File: src/common/csr_defs_pkg.sv
/*
 * CSR addresses, core geometry and access request types for the CSR unit.
 * Geometry is fixed at 4 warps x 4 threads with 2 FPU blocks and 44-bit counters.
 * Both monitor windows are 32 entries long and aligned to 32.
 */
package csr_defs_pkg;

    localparam int NUM_WARPS       = 4;
    localparam int NUM_THREADS     = 4;
    localparam int NUM_FPU_BLOCKS  = 2;
    localparam int NUM_CORES_TOTAL = 1;
    localparam int PERF_CTR_BITS   = 44;

    localparam int CSR_ADDR_BITS   = 12;
    localparam int CSR_DATA_BITS   = 32;
    localparam int WID_BITS        = $clog2(NUM_WARPS);
    localparam int MPM_WINDOW      = 32;
    localparam int MPM_WINDOW_BITS = $clog2(MPM_WINDOW);

    typedef logic [CSR_ADDR_BITS-1:0] csr_addr_t;
    typedef logic [CSR_DATA_BITS-1:0] csr_data_t;
    typedef logic [WID_BITS-1:0]      wid_t;
    typedef logic [NUM_WARPS-1:0]     warp_mask_t;
    typedef logic [NUM_THREADS-1:0]   thread_mask_t;
    typedef logic [PERF_CTR_BITS-1:0] perf_ctr_t;

    localparam csr_data_t VENDOR_ID  = 32'h0000_0000;
    localparam csr_data_t ARCH_ID    = 32'h0000_0001;
    localparam csr_data_t IMPL_ID    = 32'h0000_0001;
    // MXL=1 (XLEN 32), extensions I, M and F
    localparam csr_data_t MISA_VALUE = 32'h4000_1120;

    // Floating-point status
    localparam csr_addr_t CSR_FFLAGS      = 12'h001;
    localparam csr_addr_t CSR_FRM         = 12'h002;
    localparam csr_addr_t CSR_FCSR        = 12'h003;

    // Machine CSRs that always read zero
    localparam csr_addr_t CSR_SATP        = 12'h180;
    localparam csr_addr_t CSR_MSTATUS     = 12'h300;
    localparam csr_addr_t CSR_MISA        = 12'h301;
    localparam csr_addr_t CSR_MEDELEG     = 12'h302;
    localparam csr_addr_t CSR_MIDELEG     = 12'h303;
    localparam csr_addr_t CSR_MIE         = 12'h304;
    localparam csr_addr_t CSR_MTVEC       = 12'h305;
    localparam csr_addr_t CSR_MEPC        = 12'h341;
    localparam csr_addr_t CSR_PMPCFG0     = 12'h3A0;
    localparam csr_addr_t CSR_PMPADDR0    = 12'h3B0;
    localparam csr_addr_t CSR_MNSTATUS    = 12'h744;

    // Counters, with the monitor windows wrapped around them
    localparam csr_addr_t CSR_MPM_BASE    = 12'hB00;
    localparam csr_addr_t CSR_MCYCLE      = 12'hB00;
    localparam csr_addr_t CSR_MINSTRET    = 12'hB02;
    localparam csr_addr_t CSR_MPM_BASE_H  = 12'hB80;
    localparam csr_addr_t CSR_MCYCLE_H    = 12'hB80;
    localparam csr_addr_t CSR_MINSTRET_H  = 12'hB82;

    localparam csr_addr_t CSR_WARP_ID     = 12'hCC1;
    localparam csr_addr_t CSR_CORE_ID     = 12'hCC2;
    localparam csr_addr_t CSR_WARP_MASK   = 12'hCC3;
    localparam csr_addr_t CSR_THREAD_MASK = 12'hCC4;
    localparam csr_addr_t CSR_MVENDORID   = 12'hF11;
    localparam csr_addr_t CSR_MARCHID     = 12'hF12;
    localparam csr_addr_t CSR_MIMPID      = 12'hF13;
    localparam csr_addr_t CSR_NUM_THREADS = 12'hFC0;
    localparam csr_addr_t CSR_NUM_WARPS   = 12'hFC1;
    localparam csr_addr_t CSR_NUM_CORES   = 12'hFC2;

    typedef struct packed {
        logic      enable;
        wid_t      wid;
        csr_addr_t addr;
    } csr_read_req_t;

    typedef struct packed {
        logic      enable;
        wid_t      wid;
        csr_addr_t addr;
        csr_data_t data;
    } csr_write_req_t;

endpackage
File: src/common/fpu_csr_pkg.sv
/*
 * Floating-point status types shared by the write decoder, the per-warp
 * slices and the read mux. fcsr_t packs frm above fflags, as in the FCSR CSR.
 */
package fpu_csr_pkg;

    import csr_defs_pkg::*;

    localparam int FFLAGS_BITS = 5;
    localparam int FRM_BITS    = 3;

    typedef logic [FFLAGS_BITS-1:0] fflags_t;
    typedef logic [FRM_BITS-1:0]    frm_t;

    typedef struct packed {
        frm_t    frm;
        fflags_t fflags;
    } fcsr_t;

    typedef struct packed {
        logic    valid;
        wid_t    wid;
        fflags_t fflags;
    } fpu_flag_report_t;

    typedef enum logic [1:0] {
        NONE   = 2'd0,
        FFLAGS = 2'd1,
        FRM    = 2'd2,
        FCSR   = 2'd3
    } fcsr_wr_kind_t;

    // value is already aligned to fcsr_t for every kind
    typedef struct packed {
        fflags_t       sticky_flags;
        fcsr_wr_kind_t kind;
        fcsr_t         value;
    } fcsr_update_t;

endpackage

File: src/logic/csr_unit.sv
/*
 * CSR unit of one core: write decoder, per-warp FP status slices, read mux.
 * Single-cycle strobes, no back-pressure. Reads are combinational; writes
 * and flag reports show on the read ports one cycle later.
 */
`timescale 1ns/1ps

module csr_unit
    import csr_defs_pkg::*;
    import fpu_csr_pkg::*;
#(
    parameter int CORE_ID = 0
) (
    input  logic                                   clk,
    input  logic                                   reset,

    input  csr_read_req_t                          csr_read,
    input  csr_write_req_t                         csr_write,
    input  fpu_flag_report_t [NUM_FPU_BLOCKS-1:0]  fpu_flags,
    input  wid_t             [NUM_FPU_BLOCKS-1:0]  fpu_frm_wid,

    input  perf_ctr_t                              cycles,
    input  perf_ctr_t                              instret,
    input  warp_mask_t                             active_warps,
    input  thread_mask_t     [NUM_WARPS-1:0]       thread_masks,

    output csr_data_t                              read_data_ro,
    output csr_data_t                              read_data_rw,
    output frm_t             [NUM_FPU_BLOCKS-1:0]  fpu_frm
);

    fcsr_update_t [NUM_WARPS-1:0] updates;
    fcsr_t        [NUM_WARPS-1:0] fcsr_all;

    fcsr_write_decode u_write_decode (
        .csr_write (csr_write),
        .fpu_flags (fpu_flags),
        .updates   (updates)
    );

    for (genvar w = 0; w < NUM_WARPS; w++) begin : g_warp
        warp_fcsr u_warp_fcsr (
            .clk    (clk),
            .reset  (reset),
            .update (updates[w]),
            .fcsr   (fcsr_all[w])
        );
    end

    csr_read_mux #(
        .CORE_ID (CORE_ID)
    ) u_read_mux (
        .csr_read     (csr_read),
        .fcsr_all     (fcsr_all),
        .cycles       (cycles),
        .instret      (instret),
        .active_warps (active_warps),
        .thread_masks (thread_masks),
        .fpu_frm_wid  (fpu_frm_wid),
        .read_data_ro (read_data_ro),
        .read_data_rw (read_data_rw),
        .fpu_frm      (fpu_frm)
    );

endmodule

File: src/csr_file/csr_read_mux.sv
/*
 * Combinational CSR read path and per-block rounding-mode lookup.
 * Monitor-window addresses are legal and read zero; counter high halves
 * are zero-extended. Unknown addresses read zero and raise an error.
 */
`timescale 1ns/1ps

module csr_read_mux
    import csr_defs_pkg::*;
    import fpu_csr_pkg::*;
#(
    parameter int CORE_ID = 0
) (
    input  csr_read_req_t                       csr_read,
    input  fcsr_t         [NUM_WARPS-1:0]       fcsr_all,
    input  perf_ctr_t                           cycles,
    input  perf_ctr_t                           instret,
    input  warp_mask_t                          active_warps,
    input  thread_mask_t  [NUM_WARPS-1:0]       thread_masks,
    input  wid_t          [NUM_FPU_BLOCKS-1:0]  fpu_frm_wid,
    output csr_data_t                           read_data_ro,
    output csr_data_t                           read_data_rw,
    output frm_t          [NUM_FPU_BLOCKS-1:0]  fpu_frm
);

    fcsr_t rd_fcsr;
    logic  in_mpm_window;
    logic  read_addr_ok;

    assign rd_fcsr = fcsr_all[csr_read.wid];

    always_comb begin
        read_data_ro  = '0;
        read_data_rw  = '0;
        read_addr_ok  = 1'b1;
        in_mpm_window =
            (csr_read.addr[CSR_ADDR_BITS-1:MPM_WINDOW_BITS]
                == CSR_MPM_BASE[CSR_ADDR_BITS-1:MPM_WINDOW_BITS])
            || (csr_read.addr[CSR_ADDR_BITS-1:MPM_WINDOW_BITS]
                == CSR_MPM_BASE_H[CSR_ADDR_BITS-1:MPM_WINDOW_BITS]);

        case (csr_read.addr)
            CSR_FFLAGS:      read_data_rw = 32'(rd_fcsr.fflags);
            CSR_FRM:         read_data_rw = 32'(rd_fcsr.frm);
            CSR_FCSR:        read_data_rw = 32'(rd_fcsr);

            CSR_MVENDORID:   read_data_ro = VENDOR_ID;
            CSR_MARCHID:     read_data_ro = ARCH_ID;
            CSR_MIMPID:      read_data_ro = IMPL_ID;
            CSR_MISA:        read_data_ro = MISA_VALUE;

            CSR_WARP_ID:     read_data_ro = 32'(csr_read.wid);
            CSR_CORE_ID:     read_data_ro = 32'(CORE_ID);
            CSR_THREAD_MASK: read_data_ro = 32'(thread_masks[csr_read.wid]);
            CSR_WARP_MASK:   read_data_ro = 32'(active_warps);
            CSR_NUM_THREADS: read_data_ro = 32'(NUM_THREADS);
            CSR_NUM_WARPS:   read_data_ro = 32'(NUM_WARPS);
            CSR_NUM_CORES:   read_data_ro = 32'(NUM_CORES_TOTAL);

            CSR_MCYCLE:      read_data_ro = cycles[31:0];
            CSR_MCYCLE_H:    read_data_ro = 32'(cycles[PERF_CTR_BITS-1:32]);
            CSR_MINSTRET:    read_data_ro = instret[31:0];
            CSR_MINSTRET_H:  read_data_ro = 32'(instret[PERF_CTR_BITS-1:32]);

            CSR_SATP, CSR_MSTATUS, CSR_MNSTATUS, CSR_MEDELEG, CSR_MIDELEG,
            CSR_MIE, CSR_MTVEC, CSR_MEPC, CSR_PMPCFG0, CSR_PMPADDR0: ;

            // Rest of the monitor windows reads zero
            default:         read_addr_ok = in_mpm_window;
        endcase

        if (csr_read.enable) begin
            assert (read_addr_ok)
                else $error("%t: invalid CSR read address 0x%0h", $time, csr_read.addr);
        end
    end

    // Each FPU block picks its own warp, independent of the CSR read port
    always_comb begin
        for (int b = 0; b < NUM_FPU_BLOCKS; b++) begin
            fpu_frm[b] = fcsr_all[fpu_frm_wid[b]].frm;
        end
    end

endmodule

File: src/csr_file/warp_fcsr.sv
/*
 * Floating-point status register of one warp.
 * Flags are sticky; a CSR write in the same cycle overrides the field it
 * addresses. Updates are visible one cycle after the edge that takes them.
 */
`timescale 1ns/1ps

module warp_fcsr
    import fpu_csr_pkg::*;
(
    input  logic         clk,
    input  logic         reset,
    input  fcsr_update_t update,
    output fcsr_t        fcsr
);

    fcsr_t fcsr_r;
    fcsr_t fcsr_n;

    always_comb begin
        fcsr_n        = fcsr_r;
        fcsr_n.fflags = fcsr_r.fflags | update.sticky_flags;
        case (update.kind)
            FFLAGS:  fcsr_n.fflags = update.value.fflags;
            // Reported flags survive a rounding-mode write
            FRM:     fcsr_n.frm = update.value.frm;
            FCSR:    fcsr_n = update.value;
            default: ;
        endcase
    end

    always_ff @(posedge clk) begin
        if (reset) begin
            fcsr_r <= '0;
        end else begin
            fcsr_r <= fcsr_n;
        end
    end

    assign fcsr = fcsr_r;

    a_kind_known: assert property (@(posedge clk) disable iff (reset)
        !$isunknown(update.kind));

    // Flags never clear without a flag write
    a_flags_sticky: assert property (@(posedge clk) disable iff (reset)
        update.kind inside {NONE, FRM}
        |=> (fcsr.fflags & $past(fcsr.fflags)) == $past(fcsr.fflags));

endmodule

File: src/csr_file/fcsr_write_decode.sv
/*
 * Merges the CSR write port and all FPU flag reports into one update per warp.
 * Purely combinational. Writes to the zero-valued machine CSRs are accepted
 * and dropped; any other write address is an error.
 */
`timescale 1ns/1ps

module fcsr_write_decode
    import csr_defs_pkg::*;
    import fpu_csr_pkg::*;
(
    input  csr_write_req_t                         csr_write,
    input  fpu_flag_report_t [NUM_FPU_BLOCKS-1:0]  fpu_flags,
    output fcsr_update_t     [NUM_WARPS-1:0]       updates
);

    fcsr_wr_kind_t write_kind;
    fcsr_t         write_value;
    logic          write_addr_ok;

    always_comb begin
        write_kind    = NONE;
        write_value   = '0;
        write_addr_ok = 1'b1;
        case (csr_write.addr)
            CSR_FFLAGS: begin
                write_kind         = FFLAGS;
                write_value.fflags = csr_write.data[FFLAGS_BITS-1:0];
            end
            CSR_FRM: begin
                write_kind      = FRM;
                write_value.frm = csr_write.data[FRM_BITS-1:0];
            end
            CSR_FCSR: begin
                write_kind  = FCSR;
                write_value = csr_write.data[FRM_BITS+FFLAGS_BITS-1:0];
            end
            CSR_SATP, CSR_MSTATUS, CSR_MNSTATUS, CSR_MEDELEG, CSR_MIDELEG,
            CSR_MIE, CSR_MTVEC, CSR_MEPC, CSR_PMPCFG0, CSR_PMPADDR0: ;
            default: write_addr_ok = 1'b0;
        endcase

        if (csr_write.enable) begin
            assert (write_addr_ok)
                else $error("%t: invalid CSR write address 0x%0h", $time, csr_write.addr);
        end
    end

    always_comb begin
        for (int w = 0; w < NUM_WARPS; w++) begin
            updates[w].sticky_flags = '0;
            // Several blocks may report to the same warp
            for (int b = 0; b < NUM_FPU_BLOCKS; b++) begin
                if (fpu_flags[b].valid && fpu_flags[b].wid == wid_t'(w)) begin
                    updates[w].sticky_flags = updates[w].sticky_flags | fpu_flags[b].fflags;
                end
            end
            if (csr_write.enable && csr_write.wid == wid_t'(w)) begin
                updates[w].kind = write_kind;
            end else begin
                updates[w].kind = NONE;
            end
            updates[w].value = write_value;
        end
    end

endmodule

File: config.mk
export PLATFORM = sky130hd
export DESIGN_NAME = csr_unit
export DESIGN_NICKNAME = d
export VERILOG_FILES = /design/src/common/csr_defs_pkg.sv /design/src/common/fpu_csr_pkg.sv /design/src/logic/csr_unit.sv /design/src/csr_file/csr_read_mux.sv /design/src/csr_file/warp_fcsr.sv /design/src/csr_file/fcsr_write_decode.sv
export SDC_FILE = /design/constraint.sdc
export NUM_CORES = 1
export LEC_CHECK = 0
export BUFFER_PORTS_ARGS = -buffer_cell sky130_fd_sc_hd__buf_2
export CORE_MARGIN = 3
export CORE_UTILIZATION = 30
export DETAILED_ROUTE_END_ITERATION = 7
export GPL_ROUTABILITY_DRIVEN = 0
export PLACE_DENSITY_LB_ADDON = 0.25
export SLEW_MARGIN = 10
export SYNTH_ARGS = -nofsm -noshare
export SYNTH_HDL_FRONTEND = slang
export SYNTH_SLANG_ARGS = --single-unit
File: constraint.sdc
create_clock -name clk -period 2.46 [get_ports clk]
set_input_delay 0.492 -clock clk [delete_from_list [all_inputs] [get_ports clk]]
set_output_delay 0.492 -clock clk [all_outputs]
set_load 0.02 [all_outputs]
# Yosys cells after proc, flatten, opt, wreduce, memory -nomap -nowiden
# Index checks and enable logic that the tools add are counted.
# classes
magnitude_cmp,3
eq_ne,40
n_mux,29
n_reduce_logical,26
bitwise,8
# op_table
cell,count
$pmux W32 S10,1
$eq A12 B12 Y1 const B,12
$mux W5,13
$bmux W8 S2,3
$eq A12 B2 Y1 const B,4
$or A5 B5 Y5,8
$eq A2 B2 Y1 const B,14
$eq A12 B1 Y1 const B,2
$mux W8,3
$pmux W8 S3,1
$reduce_or A2 Y1,10
$eq A2 B1 Y1 const B,7
$eq A12 B10 Y1 const B,1
$logic_and A1 B1 Y1,12
$lt A2 B3 Y1 const B,3
$bmux W4 S2,1
$mux W2,4
$logic_not A2 Y1,3
$pmux W2 S3,1
$pmux W3 S2,1
$mux W4,1
$reduce_or A3 Y1,1
# word_totals
reg_bits,32

# Logic depth before layout (Yosys ltp)
# Gate-level depths: netlist of run 1.
# depth
word_depth,7
mapped_depth,6

# Cells and area by module
# A second synthesis of run 1 with hierarchy kept.
# hier_totals
cells_unflattened,403
hier_area_um2,3882.5
# by_module_without_submodules
mod,n_inst,area_each_um2,cells_per_inst,seq_area_each_um2
csr_read_mux,1,1630.3,189,0.0
warp_fcsr,4,387.9,31,160.2
fcsr_write_decode,1,700.7,90,0.0

# Worst setup path before layout of run 1
# Ideal clock, no wire load.
# synth_timing
path_kind,input to output
startpoint,input csr_read[7] (netlist name)
endpoint,output read_data_ro[1]
t_arrival_ns,2.064
path_buffers,1
stages,5
path_slack_ns,-0.096
cell_sequence,clkbuf_1 -> nand4bb_1 -> nor4_1 -> nand2_1 -> o21ai_0
# synth_via
elab_chain_cells,3
elab_cells_between_ends,16
classes_between,eq/ne: 13; mux: 1; reduce/logical: 2
# synth_lines
element,line_no,rtl
"start, declared",csr_unit.sv:17,"input csr_read_req_t csr_read,"
$eq A12 B12 Y1,--,
$reduce_or A3 Y1 (no source line) / $reduce_or A2 Y1 (equally long branches),--,
$pmux W32 S10 (*),csr_read_mux.sv:42,case (csr_read.addr)
"end, declared",csr_unit.sv:27,"output csr_data_t read_data_ro,"
# Every way passes the cells marked *; elsewhere a longest branch is shown, timed or not.

# Final worst setup path of run 1
# layout_timing
startpoint,input csr_read[10] (netlist name)
endpoint,output read_data_ro[10]
# The elaborated chain is that of the path after synthesis.

==> metrics.md, run 1 <==
| Metric | Value |
|---|---|
| Async S/R FF share, synth | `0%` |
| Max Used Layer | `met4` |
| Clock Path Buffers | `2` |
| Final Hold Viols | `0` |
| Area leader, netlist | `dfxtp_1` |
| Depth of the most critical reg-to-reg path | `3` |
| Logic gate share of total power | `32.9%` |
| Fin crit period | `2550 ps` |
| Full die area | `0.0118 mm^2` |
| Port buffer count | `212` |
| Largest family of logic cells by synthesized area | `compound AO/OA/AOI/OAI gates` |
| Slew Limit Fails | `0` |
| Crit Path Max Fanout | `6` |
| Slew @ Worst Pin | `591 ps` |
| I/O pins | `262` |
| Switching Fraction | `30.3%` |
| CP delay by family, top | `simple AND/OR/NAND/NOR gates` |
| Nets | `763` |
| Remaining antenna violation count | `0` |
| Slowest cell on the critical path | `or4_4` |
| Fraction of layout cells with a size suffix above 1 | `55.3%` |
| Drt first pass iters | `5` |
| Simple-gate area share of the yosys netlist | `21.3%` |
| Dpl ws | `-236 ps` |
| Post-Route WL | `12,800 um` |
| Layout Skew | `0 ps` |
| Cts hold-fix bufs | `0` |
| R2r setup slk | `1540 ps` |
| Peak supply drop | `0.201 mV` |
| Routed wire per std cell | `18.1 um` |
| Row count | `36` |
| Critical path type | `in -> out` |
| Die Wd | `109 um` |
| Yosys top cell area share | `20.2%` |
| Synth cell count leaders | `mux2i_1 (34), dfxtp_1 (32), buf_4 (27)` |
| Critical Path Sink Type | `output port` |
| Hold path start | `g_warp[1].u_warp_fcsr.fcsr[5]` |
| Clock slew at reported path FFs | `70 ps` |
| First-pass GRT wire length | `17,800 um` |
| Hold EP | `g_warp[1].u_warp_fcsr.fcsr[5]` |
| Clock power share | `27.3%` |
| Min-Delay Path Depth | `2` |
| Slew headroom | `60.6%` |
| #FFs+latches synth | `32` |
| R2R Path End | `g_warp[2].u_warp_fcsr.fcsr[0]` |
| Vias per std cell | `5.36` |
| Net Sw Power | `418 uW` |
| Core area | `0.0100 mm^2` |
| RR Startpoint | `g_warp[2].u_warp_fcsr.fcsr[0]` |
| Type of origin of the critical path | `input pin` |
| Pin count of the biggest net entering global routing | `36` |
| RSZ-0062 raised after global routing | `true` |
| Final Worst Setup Slack | `-90.7 ps` |
| Max-cap viol count | `0` |
| CP required | `1970 ps` |
| Largest stage delay on the critical path | `530 ps` |
| Initial antenna violation count | `0` |
| Top-count cell post-synth | `mux2i_1` |
| Post-synthesis mux area share | `24.2%` |
| Syn Area/Cell | `9.58 um^2` |
| Crit share post-route | `104%` |
| Failing checks | `setup timing` |
| Final HPWL DP | `10,200 um` |
| Critical path buffers and inverters | `3` |
| Final setup viols | `25` |
| Worst EP arrival | `2060 ps` |
| Largest register FFs | `32` |
| Core Util, Final | `49.7%` |
| Mapped cell area | `0.00317 mm^2` |
| EDFF count, synth | `0` |
| Vias in the first global route | `3,584` |
| Htree depth | `2` |
| DRT met1 WL | `4870 um` |
| Post-Synth XOR/XNOR Area | `0%` |
| Setup TNS | `-1080 ps` |
| Unique cell type count in the Yosys netlist | `47` |
| Crit. path cell count | `7` |
| Status | `complete, but fails checks` |
| Antenna diode count | `0` |
| Cell internal pwr | `961 uW` |
| Register area share after synthesis | `20.2%` |
| Mapped Cells | `331` |
| CP most frequent cell | `buf_4` |
| Flop pwr share | `39.8%` |
| Pleak | `2.37 nW` |
| Compound-Gate Fraction of Synth Area | `24.7%` |
| Clock network latency to the later pin of the worst-skew pair | `270 ps` |
| Initial drt markers | `263` |
| Adder-cell area share of the yosys netlist | `0%` |
| Synth top area cells | `dfxtp_1 (20%), mux4_2 (13%), mux2i_1 (11%)` |
| Clk root buf | `clkbuf_8` |
| Met2 wire len | `6600 um` |
| GRT overflow | `0` |
| Tot Pwr | `1.38 mW` |
| Via count | `3,776` |
| Yosys Warn Count | `0` |
| Drt drc | `0` |
| Gr usage total | `19.0%` |
| Number of CTS-inserted buffers | `5` |
| CP cell instances | `buf_6 > or3_4 > buf_4 > or4_4 > nor2_1 > a221o_1 > buf_4` |
| CTS tree | `yes` |
| Initial core utilization | `31.6%` |
| Area Overhead vs Synth | `57.5%` |
| Worst Hold Class | `reg -> reg` |
| Clk sinks | `32` |
| Pwr Density | `276 mW/mm^2` |
| Met3 routed wirelength | `1180 um` |
| Post-synth top flop | `dfxtp_1` |
| Chip height | `109 um` |
| Achievable Freq | `392 MHz` |
==> worst max path at each step <==
stage | startpoint | endpoint | slack (ps)
3_3_place_gp | csr_read[10] | read_data_ro[9] | -210
3_5_place_dp | csr_read[10] | read_data_ro[10] | -240
5_1_grt | csr_read[10] | read_data_ro[4] | -140
6_report | csr_read[10] | read_data_ro[10] | -90
4_1_cts | csr_read[10] | read_data_ro[18] | -100
2_1_floorplan | csr_read[0] | read_data_ro[7] | -20
==> per-layer routing <==
layer	vias to the layer above	GRT usage, %
li1	1795	-
met1	1770	22.8
met2	197	34.6
met3	14	4.56
met4	0	3.61
met5	-	0
==> kinds of logic (layout without fill, tap and decap cells) <==
group | after synthesis | count (layout)
other | 1 | 24
flip-flops | 32 | 32
multiplexers | 54 | 54
AO/OA/AOI/OAI | 97 | 97
AND/OR/NAND/NOR | 100 | 100
buffers and inverters | 47 | 264
==> placed cells by master (no fill, tap or decap), types with 3 or more instances in the layout <==
cell type,synthesis,final
a21oi_1,14,14
nand4_1,7,7
buf_4,27,38
nor3_4,0,3
mux4_2,18,18
a22o_1,21,20
buf_12,0,5
conb_1,1,24
dfxtp_1,32,32
nor3b_1,3,3
and3_1,5,3
nor4_4,3,4
or4_4,2,3
buf_6,2,31
nand2_1,11,11
clkbuf_8,0,5
a221o_1,19,19
nand2b_1,14,14
and2_1,4,3
a211oi_1,12,12
a221oi_1,16,16
mux2i_1,34,34
nor2_1,11,10
or2_2,5,4
and3b_1,4,4
buf_2,6,180
nor3_1,6,6
nor4_1,6,4
==> worst register-to-register path, cell delays in order, from the launching register on <==
cell	delay, ps
dfxtp_1	310
a221o_1	270
a21oi_1	130
a211oi_1	60
==> stage by stage <==
stage	hold slack [ps]	std cells	area [um^2]
floorplan	469	354	3270
global placement	489	694	4560
detailed placement	501	694	4560
CTS	510	703	4890
global route	544	704	4990
finish	515	704	4990
==> power groups by stage <==
stage                     Clock, mW  Sequential, mW  Combinational (mW)
after floorplan                   0           0.556               0.231
after global placement            0           0.559               0.416
after detailed placement          0           0.560               0.424
after CTS                     0.381           0.548               0.436
after global routing          0.409           0.550               0.490
final                         0.377           0.549               0.453
==> what timing repair did <==
action,4_1_cts,5_1_grt
setup buffers,1,1
endpoints found under the hold margin,0,0
cloned,1,1
endpoints found under the setup margin,40,40
pin swaps,14,12
resized for setup,62,21
==> layout make-up <==
cell class                      count  area [um^2]
Timing Repair Buffer              255         1660
Tap cell                          133          166
Fill cell                         961         5050
Clock inverter                      2         12.5
Inverter                            2         7.51
Clock buffer                        5         68.8
Multi-Input combinational cell    275         2440
Sequential cell                    32          641
Note: power is estimated with default switching activity, not from simulation.
==> run 2: changes to the inputs <==
Settings changed: HOLD_SLACK_MARGIN from default to 0.06.
Clock period 2.46 ns to 2.9 ns, I/O delays scaled along.
==> run 2 against run 1 <==
The flow now finishes without violations. Largest cell class unchanged. Worst setup slack better by 170 ps. Cell count decreased by 2.4%. Register-to-register slack better by 450 ps. Combinational power shrank 22%. Critical path type unchanged. First-iteration DRC count grew 5.3%. Global-route usage grew 0.12 points.
==> metrics.md, run 2 (same netlist as run 1, synthesis figures left out) <==
| Metric | Value |
|---|---|
| Full die area | `0.0118 mm^2` |
| Drt first pass iters | `5` |
| RSZ-0062 raised after global routing | `false` |
| Critical path origin | `csr_read[10]` |
| Final Worst Setup Slack | `76.5 ps` |
| Final Hold Viols | `0` |
| First-pass GRT wire length | `17,500 um` |
| Port buffer count | `212` |
| Clk sinks | `32` |
| Clock network latency to the later pin of the worst-skew pair | `280 ps` |
| Most common cell after layout, fill and taps aside | `buf_2` |
| Final setup viols | `0` |
| Clock slew at reported path FFs | `70 ps` |
| Setup TNS | `0 ps` |
| Core Util, Final | `45.4%` |
| Crit share post-route | `97.4%` |
| Pin count of the biggest net entering global routing | `36` |
| Antenna diode count | `0` |
| Worst EP arrival | `2240 ps` |
| Fin crit period | `2820 ps` |
| Post-Route WL | `12,600 um` |
| Slew headroom | `41.8%` |
| Depth of the most critical reg-to-reg path | `3` |
| Htree depth | `2` |
| Layout Skew | `0 ps` |
| Initial core utilization | `31.6%` |
| Routed wire per std cell | `18.3 um` |
| GRT overflow | `0` |
| Vias in the first global route | `3,346` |
| Max-cap viol count | `0` |
| Via count | `3,677` |
| Type of origin of the critical path | `input pin` |
| Non-Filler Instances | `687` |
| Clock Path Buffers | `2` |
| Slew @ Worst Pin | `871 ps` |
| Fraction of layout cells with a size suffix above 1 | `51.4%` |
| Critical Path Sink Type | `output port` |
| Pleak | `2.23 nW` |
| Nets | `745` |
| Achievable Freq | `354 MHz` |
| Core area | `0.0100 mm^2` |
| Number of CTS-inserted buffers | `5` |
| Post-CTS Setup Repair Bufs | `0` |
| Clk root buf | `clkbuf_8` |
| Placed Instance Area | `0.00441 mm^2` |
| Remaining antenna violation count | `0` |
| Initial drt markers | `277` |
| CTS tree | `yes` |
| Critical path type | `in -> out` |
| Status | `finished clean` |
| R2r setup slk | `1990 ps` |
| Slew Limit Fails | `0` |
| Vias per std cell | `5.35` |
| Most frequent cells in the layout | `buf_2 (212), mux2i_1 (34), dfxtp_1 (32)` |
| Final HPWL DP | `10,500 um` |
| RR Startpoint | `g_warp[3].u_warp_fcsr.fcsr[2]` |
| Die Wd | `109 um` |
| Area Overhead vs Synth | `43.6%` |
| Dpl ws | `-17.0 ps` |
| Largest register FFs | `32` |
| R2R Path End | `g_warp[3].u_warp_fcsr.fcsr[2]` |
| Pwr Density | `283 mW/mm^2` |
| I/O pins | `262` |
| Gr usage total | `19.1%` |
| Worst Hold Class | `reg -> reg` |
| Row count | `36` |
| Min-Delay Path Depth | `2` |
| Tot Pwr | `1.29 mW` |
| Hold slack final | `510 ps` |
| DP Cell Count | `679` |
| Peak supply drop | `0.396 mV` |
| CP required | `2320 ps` |
| Crit Path Max Fanout | `8` |
| Drt drc | `0` |
| Chip height | `109 um` |
| Initial antenna violation count | `0` |
| Fin area | `0.00456 mm^2` |
| Critical Path Sink | `read_data_rw[5]` |
-- run 2: cell count changes in the layout (fill, tap and decap cells not counted), moves of 3 or more --
cell	delta
buf_2	+32
buf_6	-31
buf_4	-15
buf_12	-3
-- run 2: how the worst min path moves through the flow --
stage | from | end
global route | g_warp[3].u_warp_fcsr.fcsr[6] | g_warp[3].u_warp_fcsr.fcsr[6]
floorplan | g_warp[1].u_warp_fcsr.fcsr[7] | g_warp[1].u_warp_fcsr.fcsr[7]
detailed placement | g_warp[2].u_warp_fcsr.fcsr[5] | g_warp[2].u_warp_fcsr.fcsr[5]
finish | g_warp[3].u_warp_fcsr.fcsr[5] | g_warp[3].u_warp_fcsr.fcsr[5]
CTS | g_warp[3].u_warp_fcsr.fcsr[6] | g_warp[3].u_warp_fcsr.fcsr[6]
global placement | g_warp[2].u_warp_fcsr.fcsr[5] | g_warp[2].u_warp_fcsr.fcsr[5]
-- run 2: metal layers --
layer | track usage, % | wire length, um | up-vias | part of all wire, %
met5 | 0 | 0 | - | 0
met4 | 3.16 | 172 | 0 | 1.4
met3 | 3.67 | 1250 | 17 | 9.9
met2 | 35.7 | 6410 | 215 | 51
met1 | 22.9 | 4730 | 1684 | 38
li1 | - | - | 1761 | -
-- run 2: cell type report --
class                   instances  area [um^2]
flip-flops and latches         32          641
multi-input cells             275         2340
fillers                       975         5490
inverters                       2         7.51
repair buffers                237         1270
well taps                     133          166
clock inverters                 1         30.0
clock buffers                   7         96.3
-- run 2: report_power, final --
group | switching [mW] | internal [mW] | leakage (nW)
clock | 0.168 | 0.303 | 0.0645
combinational | 0.179 | 0.173 | 1.91
sequential | 0.00835 | 0.456 | 0.260
-- run 2: critical path: stages --
cell    delay [ps]
buf_2          100
or3_1          430
or2_2          360
nor4_4         210
buf_4          190
and3_1         190
buf_2          170
-- run 2: repair_timing --
action                     in CTS  in global routing
setup endpoints to repair       5                 13
hold buffers                    0                  0
resized for setup               2                  2
pin swaps                       0                  4
